===== src/common/dcache_settings.svh =====
`ifndef DCACHE_SETTINGS_SVH
`define DCACHE_SETTINGS_SVH

// geometry of the data cache
`define DCACHE_SETS 8
`define DCACHE_WAYS 2

// address and data widths
`define DCACHE_ADDR_W 32
`define DCACHE_WORD_W 32

// address split, tag | index | byte offset within the block
`define DCACHE_INDEX_W 3
// two words of four bytes per block
`define DCACHE_OFFSET_W 3
`define DCACHE_TAG_W 26

`endif


===== src/common/dcache_pkg.sv =====
`include "dcache_settings.svh"

package dcache_pkg;

   // data word, also used for byte addresses
   typedef logic [`DCACHE_WORD_W-1:0] word_t;

   // block tag and set index
   typedef logic [`DCACHE_TAG_W-1:0] tag_t;
   typedef logic [`DCACHE_INDEX_W-1:0] index_t;

   // state of one way in one set
   typedef struct packed {
      tag_t tag;
      logic valid;
      logic dirty;
      // word at offset 4
      word_t dat1;
      // word at offset 0
      word_t dat0;
   } line_t;

   // controller states
   // WB* write back the victim, FILL* read the new block
   // SCAN and FLUSH* walk the array on halt
   typedef enum logic [3:0] {
      IDLE,
      WB0,
      WB1,
      FILL0,
      FILL1,
      SCAN,
      FLUSH0,
      FLUSH1,
      HALTED
   } ctrl_state_e;

   // request on the memory side
   typedef enum logic [1:0] {
      MEM_NONE,
      MEM_READ,
      MEM_WRITE
   } mem_op_e;

endpackage


===== src/common/cache_array_if.sv =====
`include "dcache_settings.svh"

interface cache_array_if;

   // set being accessed this cycle
   dcache_pkg::index_t index;

   // both ways of the addressed set
   dcache_pkg::line_t [`DCACHE_WAYS-1:0] lines;
   // least recently used way of the addressed set
   logic lru;

   // line write, one enable per way, applied at the next edge
   logic [`DCACHE_WAYS-1:0] wen;
   dcache_pkg::line_t wline;

   // lru bit update for the addressed set
   logic lru_wen;
   logic lru_wval;

   modport store (
      input index, wen, wline, lru_wen, lru_wval,
      output lines, lru
   );

   modport lookup (
      input lines, lru
   );

   // controller also reads the lines for write-back and flush data
   modport controller (
      output index, wen, wline, lru_wen, lru_wval,
      input lines, lru
   );

endinterface


===== src/dcache/dcache_store.sv =====
`include "dcache_settings.svh"

module dcache_store (
   input logic CLK,
   input logic nRST,
   cache_array_if.store arr
);

   // one line per way and set
   dcache_pkg::line_t ways [`DCACHE_WAYS][`DCACHE_SETS];

   // one bit per set, names the least recently used way
   logic [`DCACHE_SETS-1:0] lru_bits;

   always_ff @(posedge CLK or negedge nRST)
   begin
      if (!nRST)
      begin
         // every line invalid and clean after reset
         for (int w = 0; w < `DCACHE_WAYS; w++)
         begin
            for (int s = 0; s < `DCACHE_SETS; s++)
            begin
               ways[w][s] <= '0;
            end
         end
         lru_bits <= '0;
      end
      else
      begin
         // per-way line write into the addressed set
         for (int w = 0; w < `DCACHE_WAYS; w++)
         begin
            if (arr.wen[w])
            begin
               ways[w][arr.index] <= arr.wline;
            end
         end
         // lru bit update
         if (arr.lru_wen)
         begin
            lru_bits[arr.index] <= arr.lru_wval;
         end
      end
   end

   // read port, both ways of the addressed set
   always_comb
   begin
      for (int w = 0; w < `DCACHE_WAYS; w++)
      begin
         arr.lines[w] = ways[w][arr.index];
      end
   end

   assign arr.lru = lru_bits[arr.index];

endmodule


===== src/dcache/dcache_lookup.sv =====
`include "dcache_settings.svh"

module dcache_lookup (
   input dcache_pkg::word_t dmemaddr,
   cache_array_if.lookup arr,
   output logic hit,
   output logic hit_way,
   output dcache_pkg::word_t hit_word,
   output logic victim_dirty
);

   // request tag, top bits of the address
   dcache_pkg::tag_t req_tag;
   // word select, bit 2 of the byte offset
   logic word_sel;
   // per-way tag match on a valid line
   logic [`DCACHE_WAYS-1:0] way_match;
   // line chosen for the read data
   dcache_pkg::line_t sel_line;
   // lru way is the replacement victim
   dcache_pkg::line_t victim_line;

   assign req_tag = dmemaddr[`DCACHE_ADDR_W-1 -: `DCACHE_TAG_W];
   assign word_sel = dmemaddr[`DCACHE_OFFSET_W-1];

   // tag compare against both ways
   always_comb
   begin
      for (int w = 0; w < `DCACHE_WAYS; w++)
      begin
         way_match[w] = arr.lines[w].valid && (arr.lines[w].tag == req_tag);
      end
   end

   assign hit = |way_match;
   // way 1 when it matches, otherwise way 0
   assign hit_way = way_match[1];

   assign sel_line = arr.lines[hit_way];
   assign hit_word = word_sel ? sel_line.dat1 : sel_line.dat0;

   // write-back is needed only for a valid and dirty victim
   assign victim_line = arr.lines[arr.lru];
   assign victim_dirty = victim_line.valid && victim_line.dirty;

endmodule


===== src/dcache/dcache_controller.sv =====
`include "dcache_settings.svh"

module dcache_controller (
   input logic CLK,
   input logic nRST,
   input logic dmemREN,
   input logic dmemWEN,
   input logic halt,
   input dcache_pkg::word_t dmemaddr,
   input dcache_pkg::word_t dmemstore,
   input logic hit,
   input logic hit_way,
   input logic victim_dirty,
   input dcache_pkg::word_t dload,
   input logic dwait,
   cache_array_if.controller arr,
   output dcache_pkg::mem_op_e mem_op,
   output dcache_pkg::word_t daddr,
   output dcache_pkg::word_t dstore,
   output logic dhit,
   output logic flushed
);

   dcache_pkg::ctrl_state_e state;
   dcache_pkg::ctrl_state_e next_state;

   // flush slot, low bits are the set, next bit the way, top bit marks the end
   logic [`DCACHE_INDEX_W+1:0] slot;
   logic [`DCACHE_INDEX_W+1:0] next_slot;

   // fields of the processor request
   dcache_pkg::tag_t req_tag;
   dcache_pkg::index_t req_index;
   logic req_word;
   logic request;

   // array is addressed by the slot counter during the halt scan
   logic scanning;
   // victim way on a miss, slot way during the scan
   logic src_way;
   dcache_pkg::line_t src_line;
   dcache_pkg::line_t hit_line;

   // memory address parts
   dcache_pkg::tag_t mem_tag;
   logic mem_word;

   assign req_tag = dmemaddr[`DCACHE_ADDR_W-1 -: `DCACHE_TAG_W];
   assign req_index = dmemaddr[`DCACHE_OFFSET_W +: `DCACHE_INDEX_W];
   assign req_word = dmemaddr[`DCACHE_OFFSET_W-1];
   assign request = dmemREN || dmemWEN;

   assign scanning = state inside {dcache_pkg::SCAN, dcache_pkg::FLUSH0,
                                   dcache_pkg::FLUSH1, dcache_pkg::HALTED};

   assign arr.index = scanning ? slot[`DCACHE_INDEX_W-1:0] : req_index;
   assign src_way = scanning ? slot[`DCACHE_INDEX_W] : arr.lru;
   assign src_line = arr.lines[src_way];
   assign hit_line = arr.lines[hit_way];

   // hits are answered in the same cycle, only while idle
   assign dhit = (state == dcache_pkg::IDLE) && request && hit;
   assign flushed = (state == dcache_pkg::HALTED);

   // memory request per state
   always_comb
   begin
      mem_op = dcache_pkg::MEM_NONE;
      mem_tag = req_tag;
      mem_word = 1'b0;
      case (state)
         dcache_pkg::WB0, dcache_pkg::FLUSH0:
         begin
            mem_op = dcache_pkg::MEM_WRITE;
            mem_tag = src_line.tag;
         end
         dcache_pkg::WB1, dcache_pkg::FLUSH1:
         begin
            mem_op = dcache_pkg::MEM_WRITE;
            mem_tag = src_line.tag;
            mem_word = 1'b1;
         end
         // fill reads the block of the request tag
         dcache_pkg::FILL0:
         begin
            mem_op = dcache_pkg::MEM_READ;
         end
         dcache_pkg::FILL1:
         begin
            mem_op = dcache_pkg::MEM_READ;
            mem_word = 1'b1;
         end
         default:
         begin
            mem_op = dcache_pkg::MEM_NONE;
         end
      endcase
   end

   // block address with the word select, bytes 0
   assign daddr = {mem_tag, arr.index, mem_word, {(`DCACHE_OFFSET_W-1){1'b0}}};
   assign dstore = mem_word ? src_line.dat1 : src_line.dat0;

   // next state and array writes
   always_comb
   begin
      next_state = state;
      next_slot = slot;
      arr.wen = '0;
      arr.wline = src_line;
      arr.lru_wen = 1'b0;
      // the way just used becomes most recent
      arr.lru_wval = ~hit_way;
      case (state)
         dcache_pkg::IDLE:
         begin
            if (request && hit)
            begin
               arr.lru_wen = 1'b1;
               // write hit updates the word and marks the line dirty
               if (dmemWEN)
               begin
                  arr.wen[hit_way] = 1'b1;
                  arr.wline = hit_line;
                  arr.wline.dirty = 1'b1;
                  if (req_word)
                  begin
                     arr.wline.dat1 = dmemstore;
                  end
                  else
                  begin
                     arr.wline.dat0 = dmemstore;
                  end
               end
            end
            if (halt)
            begin
               next_state = dcache_pkg::SCAN;
               next_slot = '0;
            end
            else if (request && !hit)
            begin
               if (victim_dirty)
               begin
                  next_state = dcache_pkg::WB0;
               end
               else
               begin
                  next_state = dcache_pkg::FILL0;
               end
            end
         end
         dcache_pkg::WB0:
         begin
            if (!dwait)
            begin
               next_state = dcache_pkg::WB1;
            end
         end
         dcache_pkg::WB1:
         begin
            if (!dwait)
            begin
               next_state = dcache_pkg::FILL0;
            end
         end
         dcache_pkg::FILL0:
         begin
            // first word goes straight into the victim, kept invalid until the tag lands
            if (!dwait)
            begin
               arr.wen[src_way] = 1'b1;
               arr.wline.valid = 1'b0;
               arr.wline.dirty = 1'b0;
               arr.wline.dat0 = dload;
               next_state = dcache_pkg::FILL1;
            end
         end
         dcache_pkg::FILL1:
         begin
            if (!dwait)
            begin
               arr.wen[src_way] = 1'b1;
               arr.wline.tag = req_tag;
               arr.wline.valid = 1'b1;
               arr.wline.dirty = 1'b0;
               arr.wline.dat1 = dload;
               // other way becomes lru
               arr.lru_wen = 1'b1;
               arr.lru_wval = ~src_way;
               next_state = dcache_pkg::IDLE;
            end
         end
         dcache_pkg::SCAN:
         begin
            // top slot bit set means all 16 slots done
            if (slot[`DCACHE_INDEX_W+1])
            begin
               next_state = dcache_pkg::HALTED;
            end
            else if (src_line.valid && src_line.dirty)
            begin
               next_state = dcache_pkg::FLUSH0;
            end
            else
            begin
               next_slot = slot + 1'b1;
            end
         end
         dcache_pkg::FLUSH0:
         begin
            if (!dwait)
            begin
               next_state = dcache_pkg::FLUSH1;
            end
         end
         dcache_pkg::FLUSH1:
         begin
            // block is in memory, clear dirty and move on
            if (!dwait)
            begin
               arr.wen[src_way] = 1'b1;
               arr.wline.dirty = 1'b0;
               next_slot = slot + 1'b1;
               next_state = dcache_pkg::SCAN;
            end
         end
         default:
         begin
            // HALTED holds until reset
            next_state = state;
         end
      endcase
   end

   always_ff @(posedge CLK or negedge nRST)
   begin
      if (!nRST)
      begin
         state <= dcache_pkg::IDLE;
         slot <= '0;
      end
      else
      begin
         state <= next_state;
         slot <= next_slot;
      end
   end

endmodule


===== src/design/dcache.sv =====
module dcache (
   input logic CLK,
   input logic nRST,

   // processor side
   input logic dmemREN,
   input logic dmemWEN,
   input logic halt,
   input dcache_pkg::word_t dmemaddr,
   input dcache_pkg::word_t dmemstore,
   output logic dhit,
   output dcache_pkg::word_t dmemload,
   output logic flushed,

   // memory side
   output logic dREN,
   output logic dWEN,
   output dcache_pkg::word_t daddr,
   output dcache_pkg::word_t dstore,
   input dcache_pkg::word_t dload,
   input logic dwait
);

   // array port shared by the three blocks
   cache_array_if arr ();

   // lookup results
   logic hit;
   logic hit_way;
   logic victim_dirty;
   dcache_pkg::word_t hit_word;

   // memory request from the controller
   dcache_pkg::mem_op_e mem_op;

   dcache_store i_store (
      .CLK (CLK),
      .nRST(nRST),
      .arr (arr)
   );

   dcache_lookup i_lookup (
      .dmemaddr    (dmemaddr),
      .arr         (arr),
      .hit         (hit),
      .hit_way     (hit_way),
      .hit_word    (hit_word),
      .victim_dirty(victim_dirty)
   );

   dcache_controller i_controller (
      .CLK         (CLK),
      .nRST        (nRST),
      .dmemREN     (dmemREN),
      .dmemWEN     (dmemWEN),
      .halt        (halt),
      .dmemaddr    (dmemaddr),
      .dmemstore   (dmemstore),
      .hit         (hit),
      .hit_way     (hit_way),
      .victim_dirty(victim_dirty),
      .dload       (dload),
      .dwait       (dwait),
      .arr         (arr),
      .mem_op      (mem_op),
      .daddr       (daddr),
      .dstore      (dstore),
      .dhit        (dhit),
      .flushed     (flushed)
   );

   // read data is valid whenever dhit is high
   assign dmemload = hit_word;

   // opcode to memory strobes
   assign dREN = (mem_op == dcache_pkg::MEM_READ);
   assign dWEN = (mem_op == dcache_pkg::MEM_WRITE);

endmodule


===== config.mk =====
export PLATFORM = sky130hd
export DESIGN_NAME = dcache
export DESIGN_NICKNAME = d
export VERILOG_FILES = /design/src/common/dcache_pkg.sv /design/src/common/cache_array_if.sv /design/src/dcache/dcache_store.sv /design/src/dcache/dcache_lookup.sv /design/src/dcache/dcache_controller.sv /design/src/design/dcache.sv
export VERILOG_INCLUDE_DIRS = /design/src /design/src/common
export SDC_FILE = /design/constraint.sdc
export NUM_CORES = 2
export LEC_CHECK = 0
export BUFFER_PORTS_ARGS = -buffer_cell sky130_fd_sc_hd__buf_2
export CORE_MARGIN = 1
export CORE_UTILIZATION = 30
export CTS_BUF_LIST = sky130_fd_sc_hd__clkbuf_4 sky130_fd_sc_hd__clkbuf_8
export DETAILED_ROUTE_END_ITERATION = 16
export PLACE_DENSITY = 0.46
export RECOVER_POWER = 50
export SETUP_SLACK_MARGIN = 0.02
export SLEW_MARGIN = 0
export SYNTH_ARGS = -nofsm -noshare
export SYNTH_HDL_FRONTEND = slang
export SYNTH_HIERARCHICAL = 1
export SYNTH_SLANG_ARGS = --single-unit

===== constraint.sdc =====
create_clock -name CLK -period 6 [get_ports CLK]
set_input_delay 0 -clock CLK [delete_from_list [all_inputs] [get_ports CLK]]
set_output_delay 0 -clock CLK [all_outputs]
set_load 0.005 [all_outputs]

==> summary.md <==
| Metric | Value |
|---|---|
| Outcome | `complete, but fails checks` |
| Failing checks | `capacitance limit, slew limit` |
| Max FO, Critical Path | `16` |
| I/O Pins | `between 200 and 250` |
| First DRT Iteration DRCs | `between 2000 and 3000` |
| Synth Flop Type | `dfrtp_1` |
| Min Tclk post-route | `5.81 ns` |
| Setup-failing EPs final | `0` |
| Maximum VDD drop | `0.000492 V` |
| Port Buffers | `between 150 and 200` |
| Leakage Power | `about 0.041 uW` |
| Nets@finish | `5537` |
| Post-Synthesis Cells | `4952` |
| Worst-Margin Slew | `3.66 ns` |
| Grt total ovfl | `0` |
| Drt via density | `5.15` |
| Rel. slew slack | `-1.44` |
| Sequential power share | `0.342` |
| Post-synth EDFFs | `0` |
| Capturing element type of the critical path | `register` |
| Fin. Hold Viols | `0` |
| First-pass GRT wire length | `approximately 340 mm` |
| Post-layout util | `0.360` |
| Register area share after synthesis | `0.503` |
| TritonCTS clock tree | `done` |
| CP max stage cell | `dlygate4sd3_1` |
| Min-delay worst type | `input port to register` |
| RSZ-0062 raised after global routing | `false` |
| TritonCTS buffer count | `288` |
| Post-DP HPWL | `between 100 and 150 mm` |
| CTS Buffer Depth | `4` |
| DRC viols | `0` |
| Clock transition at path regs | `0.06 ns` |
| Synth Register Bits | `1489` |
| Sum Neg Setup Slack | `0 ns` |
| Cell area after layout | `87900 um2` |
| Worst path arrival time | `6.71 ns` |
| DRT Pass-1 Iters | `6` |
| Post-DP Area | `80800 um2` |
| CTS Sinks | `1489` |
| Worst path required time | `roughly 6.9 ns` |
| Overall power | `41600 uW` |
| Hold_sp | `dmemstore[8]` |
| P_int | `26900 uW` |
| Cell Pwr Density | `474 nW/um2` |
| GPL Wtd Cong | `0.757` |
| FFs w/ async S/R, synth | `1.00` |
| Area grow syn2layout | `18.7%` |
| Skew-Pair Late Insertion Delay | `1.05 ns` |
| Reg2reg start | `i_controller/state[1]` |
| Initial Utilization | `0.303` |
| YS warnings | `6` |
| Mapped cell area | `74000 um2` |
| Mean Syn Cell Area | `about 15 um2` |
| Via count | `45400` |
| Distinct cells, synth | `61` |
| Area of the core | `244000 um2` |
| Crit Path Class | `register to register` |
| Fill cells | `about 23000` |
| Initial antenna violation count | `11` |
| Slew Limit Fails | `823` |
| Final ANT Viol Nets | `0` |
| Worst setup startpoint | `i_controller/state[1]` |
| Largest net degree at the start of global routing | `186` |
| Max Clk Rate | `0.172 GHz` |
| Clock skew | `0.0718 ns` |
| Routed wire length per instance | `around 26 um` |
| Layout cells sized above 1 | `0.543` |
| Clock root cell | `clkbuf_8` |
| FP Rows | `approximately 180` |
| Crit-path max cell delay | `approximately 0.59 ns` |
| Number of global-route vias before repair | `approximately 50000` |
| Clk pwr share | `0.250` |
| Switching Fraction | `0.354` |
| CP Launch Type | `register` |
| Worst-path cell chain | `or2_1 > a21oi_4 > buf_8 > nand2_1 > o21ai_4 > buf_8 > buf_12 > mux4_2 > mux2_2 > xnor2_1 > nand4_1 > nor4_1 > nand4_1 > nand2_2 > and2_2 > nand2_1 > buf_6 > nand2_4 > buf_12 > o221ai_1 > dlygate4sd3_1 > buf_4 > mux2_2` |
| Die width | `about 500 um` |
| Logic pwr share | `0.409` |
| Htree depth | `5` |
| Total GRT Usage | `0.186` |
| Switch Pwr | `14800 uW` |
| Final period util | `0.969` |
| Routed wire length | `233 mm` |
| Max-Cap Viols | `12` |
| Die Area | `around 250000 um2` |
| Chip height | `499 um` |
-- layer usage --
| metal | up-vias | part of all wire | global-route usage |
|---|---|---|---|
| met5 | - | 0 | 0 |
| li1 | 19500 | - | - |
| met1 | 24600 | 0.44 | 0.247 |
| met3 | 339 | 0.038 | 0.0275 |
| met2 | 963 | 0.49 | 0.310 |
| met4 | 0 | 0.026 | 0.0575 |
-- power groups by stage --
stage,clock network (uW),logic [uW],registers [uW]
floorplan,0,11400,13900
global placement,0,16800,14200
detailed placement,0,17000,14300
CTS,10800,17200,14200
global route,11200,18200,14600
finish,10400,17000,14200
-- registers in the layout (all words and copies together) (netlist names) --
register,cells
i_controller/state,4
i_store/ways,1472
i_store/lru_bits,8
i_controller/slot,5
-- path summary, 6_finish.rpt --
kind                                 endpoint  slack [ns]  depth (start not counted)
min reg2reg                i_store/ways[1440]        0.48                          1
max in group asynchronous  i_store/ways[1435]        0.92                          5
min in group asynchronous   i_store/ways[231]        1.43                          4
max                         i_store/ways[753]        0.19                         23
min                         i_store/ways[560]        0.17                          6
max reg2reg                 i_store/ways[753]        0.19                         23
-- cells in the final DEF, fill, tap and decap left out, drive strengths merged, types with 3 or more instances in the layout --
master,n
xor2,23
dfrtp,1489
a211oi,5
a22oi,5
nor4,6
o21ai,81
or2,4
diode,3
a21boi,3
mux2,1681
a21oi,59
o221ai,61
buf,513
a31oi,3
mux2i,206
nor2,43
nand3,29
nand2,221
o211ai,29
inv,6
clkinvlp,5
clkinv,17
dlygate4sd3,109
nand2b,7
mux4,400
a21o,16
xnor2,31
nor3,5
and3,5
nor2b,6
a211o,7
and2,4
clkbuf,484
o21a,30
bufinv,3
nand4,10
-- cells by family (layout without fill, tap and decap cells) --
| logic type | count (synthesis) | count (layout) | share of synthesized area |
|---|---|---|---|
| AO/OA/AOI/OAI | 309 | 310 | 0.0285 |
| flip-flops | 1489 | 1489 | 0.503 |
| adder cells (fa/ha/maj) | 1 | 1 | 0.000169 |
| AND/OR/NAND/NOR | 344 | 344 | 0.0201 |
| buffers and inverters | 468 | 1137 | 0.0363 |
| multiplexers | 2286 | 2287 | 0.405 |
| other | 1 | 5 | 0.0000507 |
| XOR/XNOR | 54 | 54 | 0.00639 |
-- layout make-up --
cell class | count | area (um2) | share of cell area
Tap cell | 3202 | 4010 | 0.0456
Antenna cell | 3 | 7.51 | 0.0000854
Timing Repair Buffer | 651 | 6240 | 0.0710
Inverter | 6 | 32.5 | 0.000370
Multi-Input combinational cell | 2998 | 34500 | 0.392
Clock inverter | 25 | 213 | 0.00242
Clock buffer | 455 | 5630 | 0.0641
Sequential cell | 1489 | 37300 | 0.424
-- Yosys cell counts (all sizes together) (31+ instances only) --
cell type,n,share of area
mux2i,206,0.028
dfrtp,1489,0.50
buf,285,0.027
nand2,221,0.011
xnor2,31,0.0037
mux4,400,0.12
clkbuf,177,0.0090
nor2,43,0.0022
o221ai,61,0.0072
o21ai,81,0.0055
a21oi,59,0.0040
mux2,1680,0.26
-- stage by stage --
step | worst slack (ns) | std cells | hold WS, ns
after detailed placement | 0.293 | 8219 | 0.0421
after CTS | 0.0338 | 8814 | 0.0431
final | 0.187 | 8829 | 0.174
after global routing | 0.00951 | 8828 | 0.132
after global placement | 0.322 | 8219 | 0.0406
after floorplan | 0.125 | 4953 | -0.296
-- what timing repair did --
| item | 4_1_cts | 5_1_grt |
|---|---|---|
| hold endpoints to repair | 2177 | 0 |
| hold buffers | 111 | 0 |
| setup buffers | 3 | 10 |
| setup endpoints to repair | 32 | 211 |
| gates cloned | 1 | 3 |
| gates resized for setup | 14 | 24 |
| pin swaps | 2 | 8 |
-- worst max-delay path, delay by kind of cell, from the launching register on --
kind	cells	cell delay, ns
AOI/OAI and AO/OA	3	0.44
muxes	3	0.89
and+or+nand+nor	9	1.84
DFF	1	0.42
buffers and inverters	7	1.69
xor gates and xnor gates	1	0.36
Power figures use the tool's default switching activity.
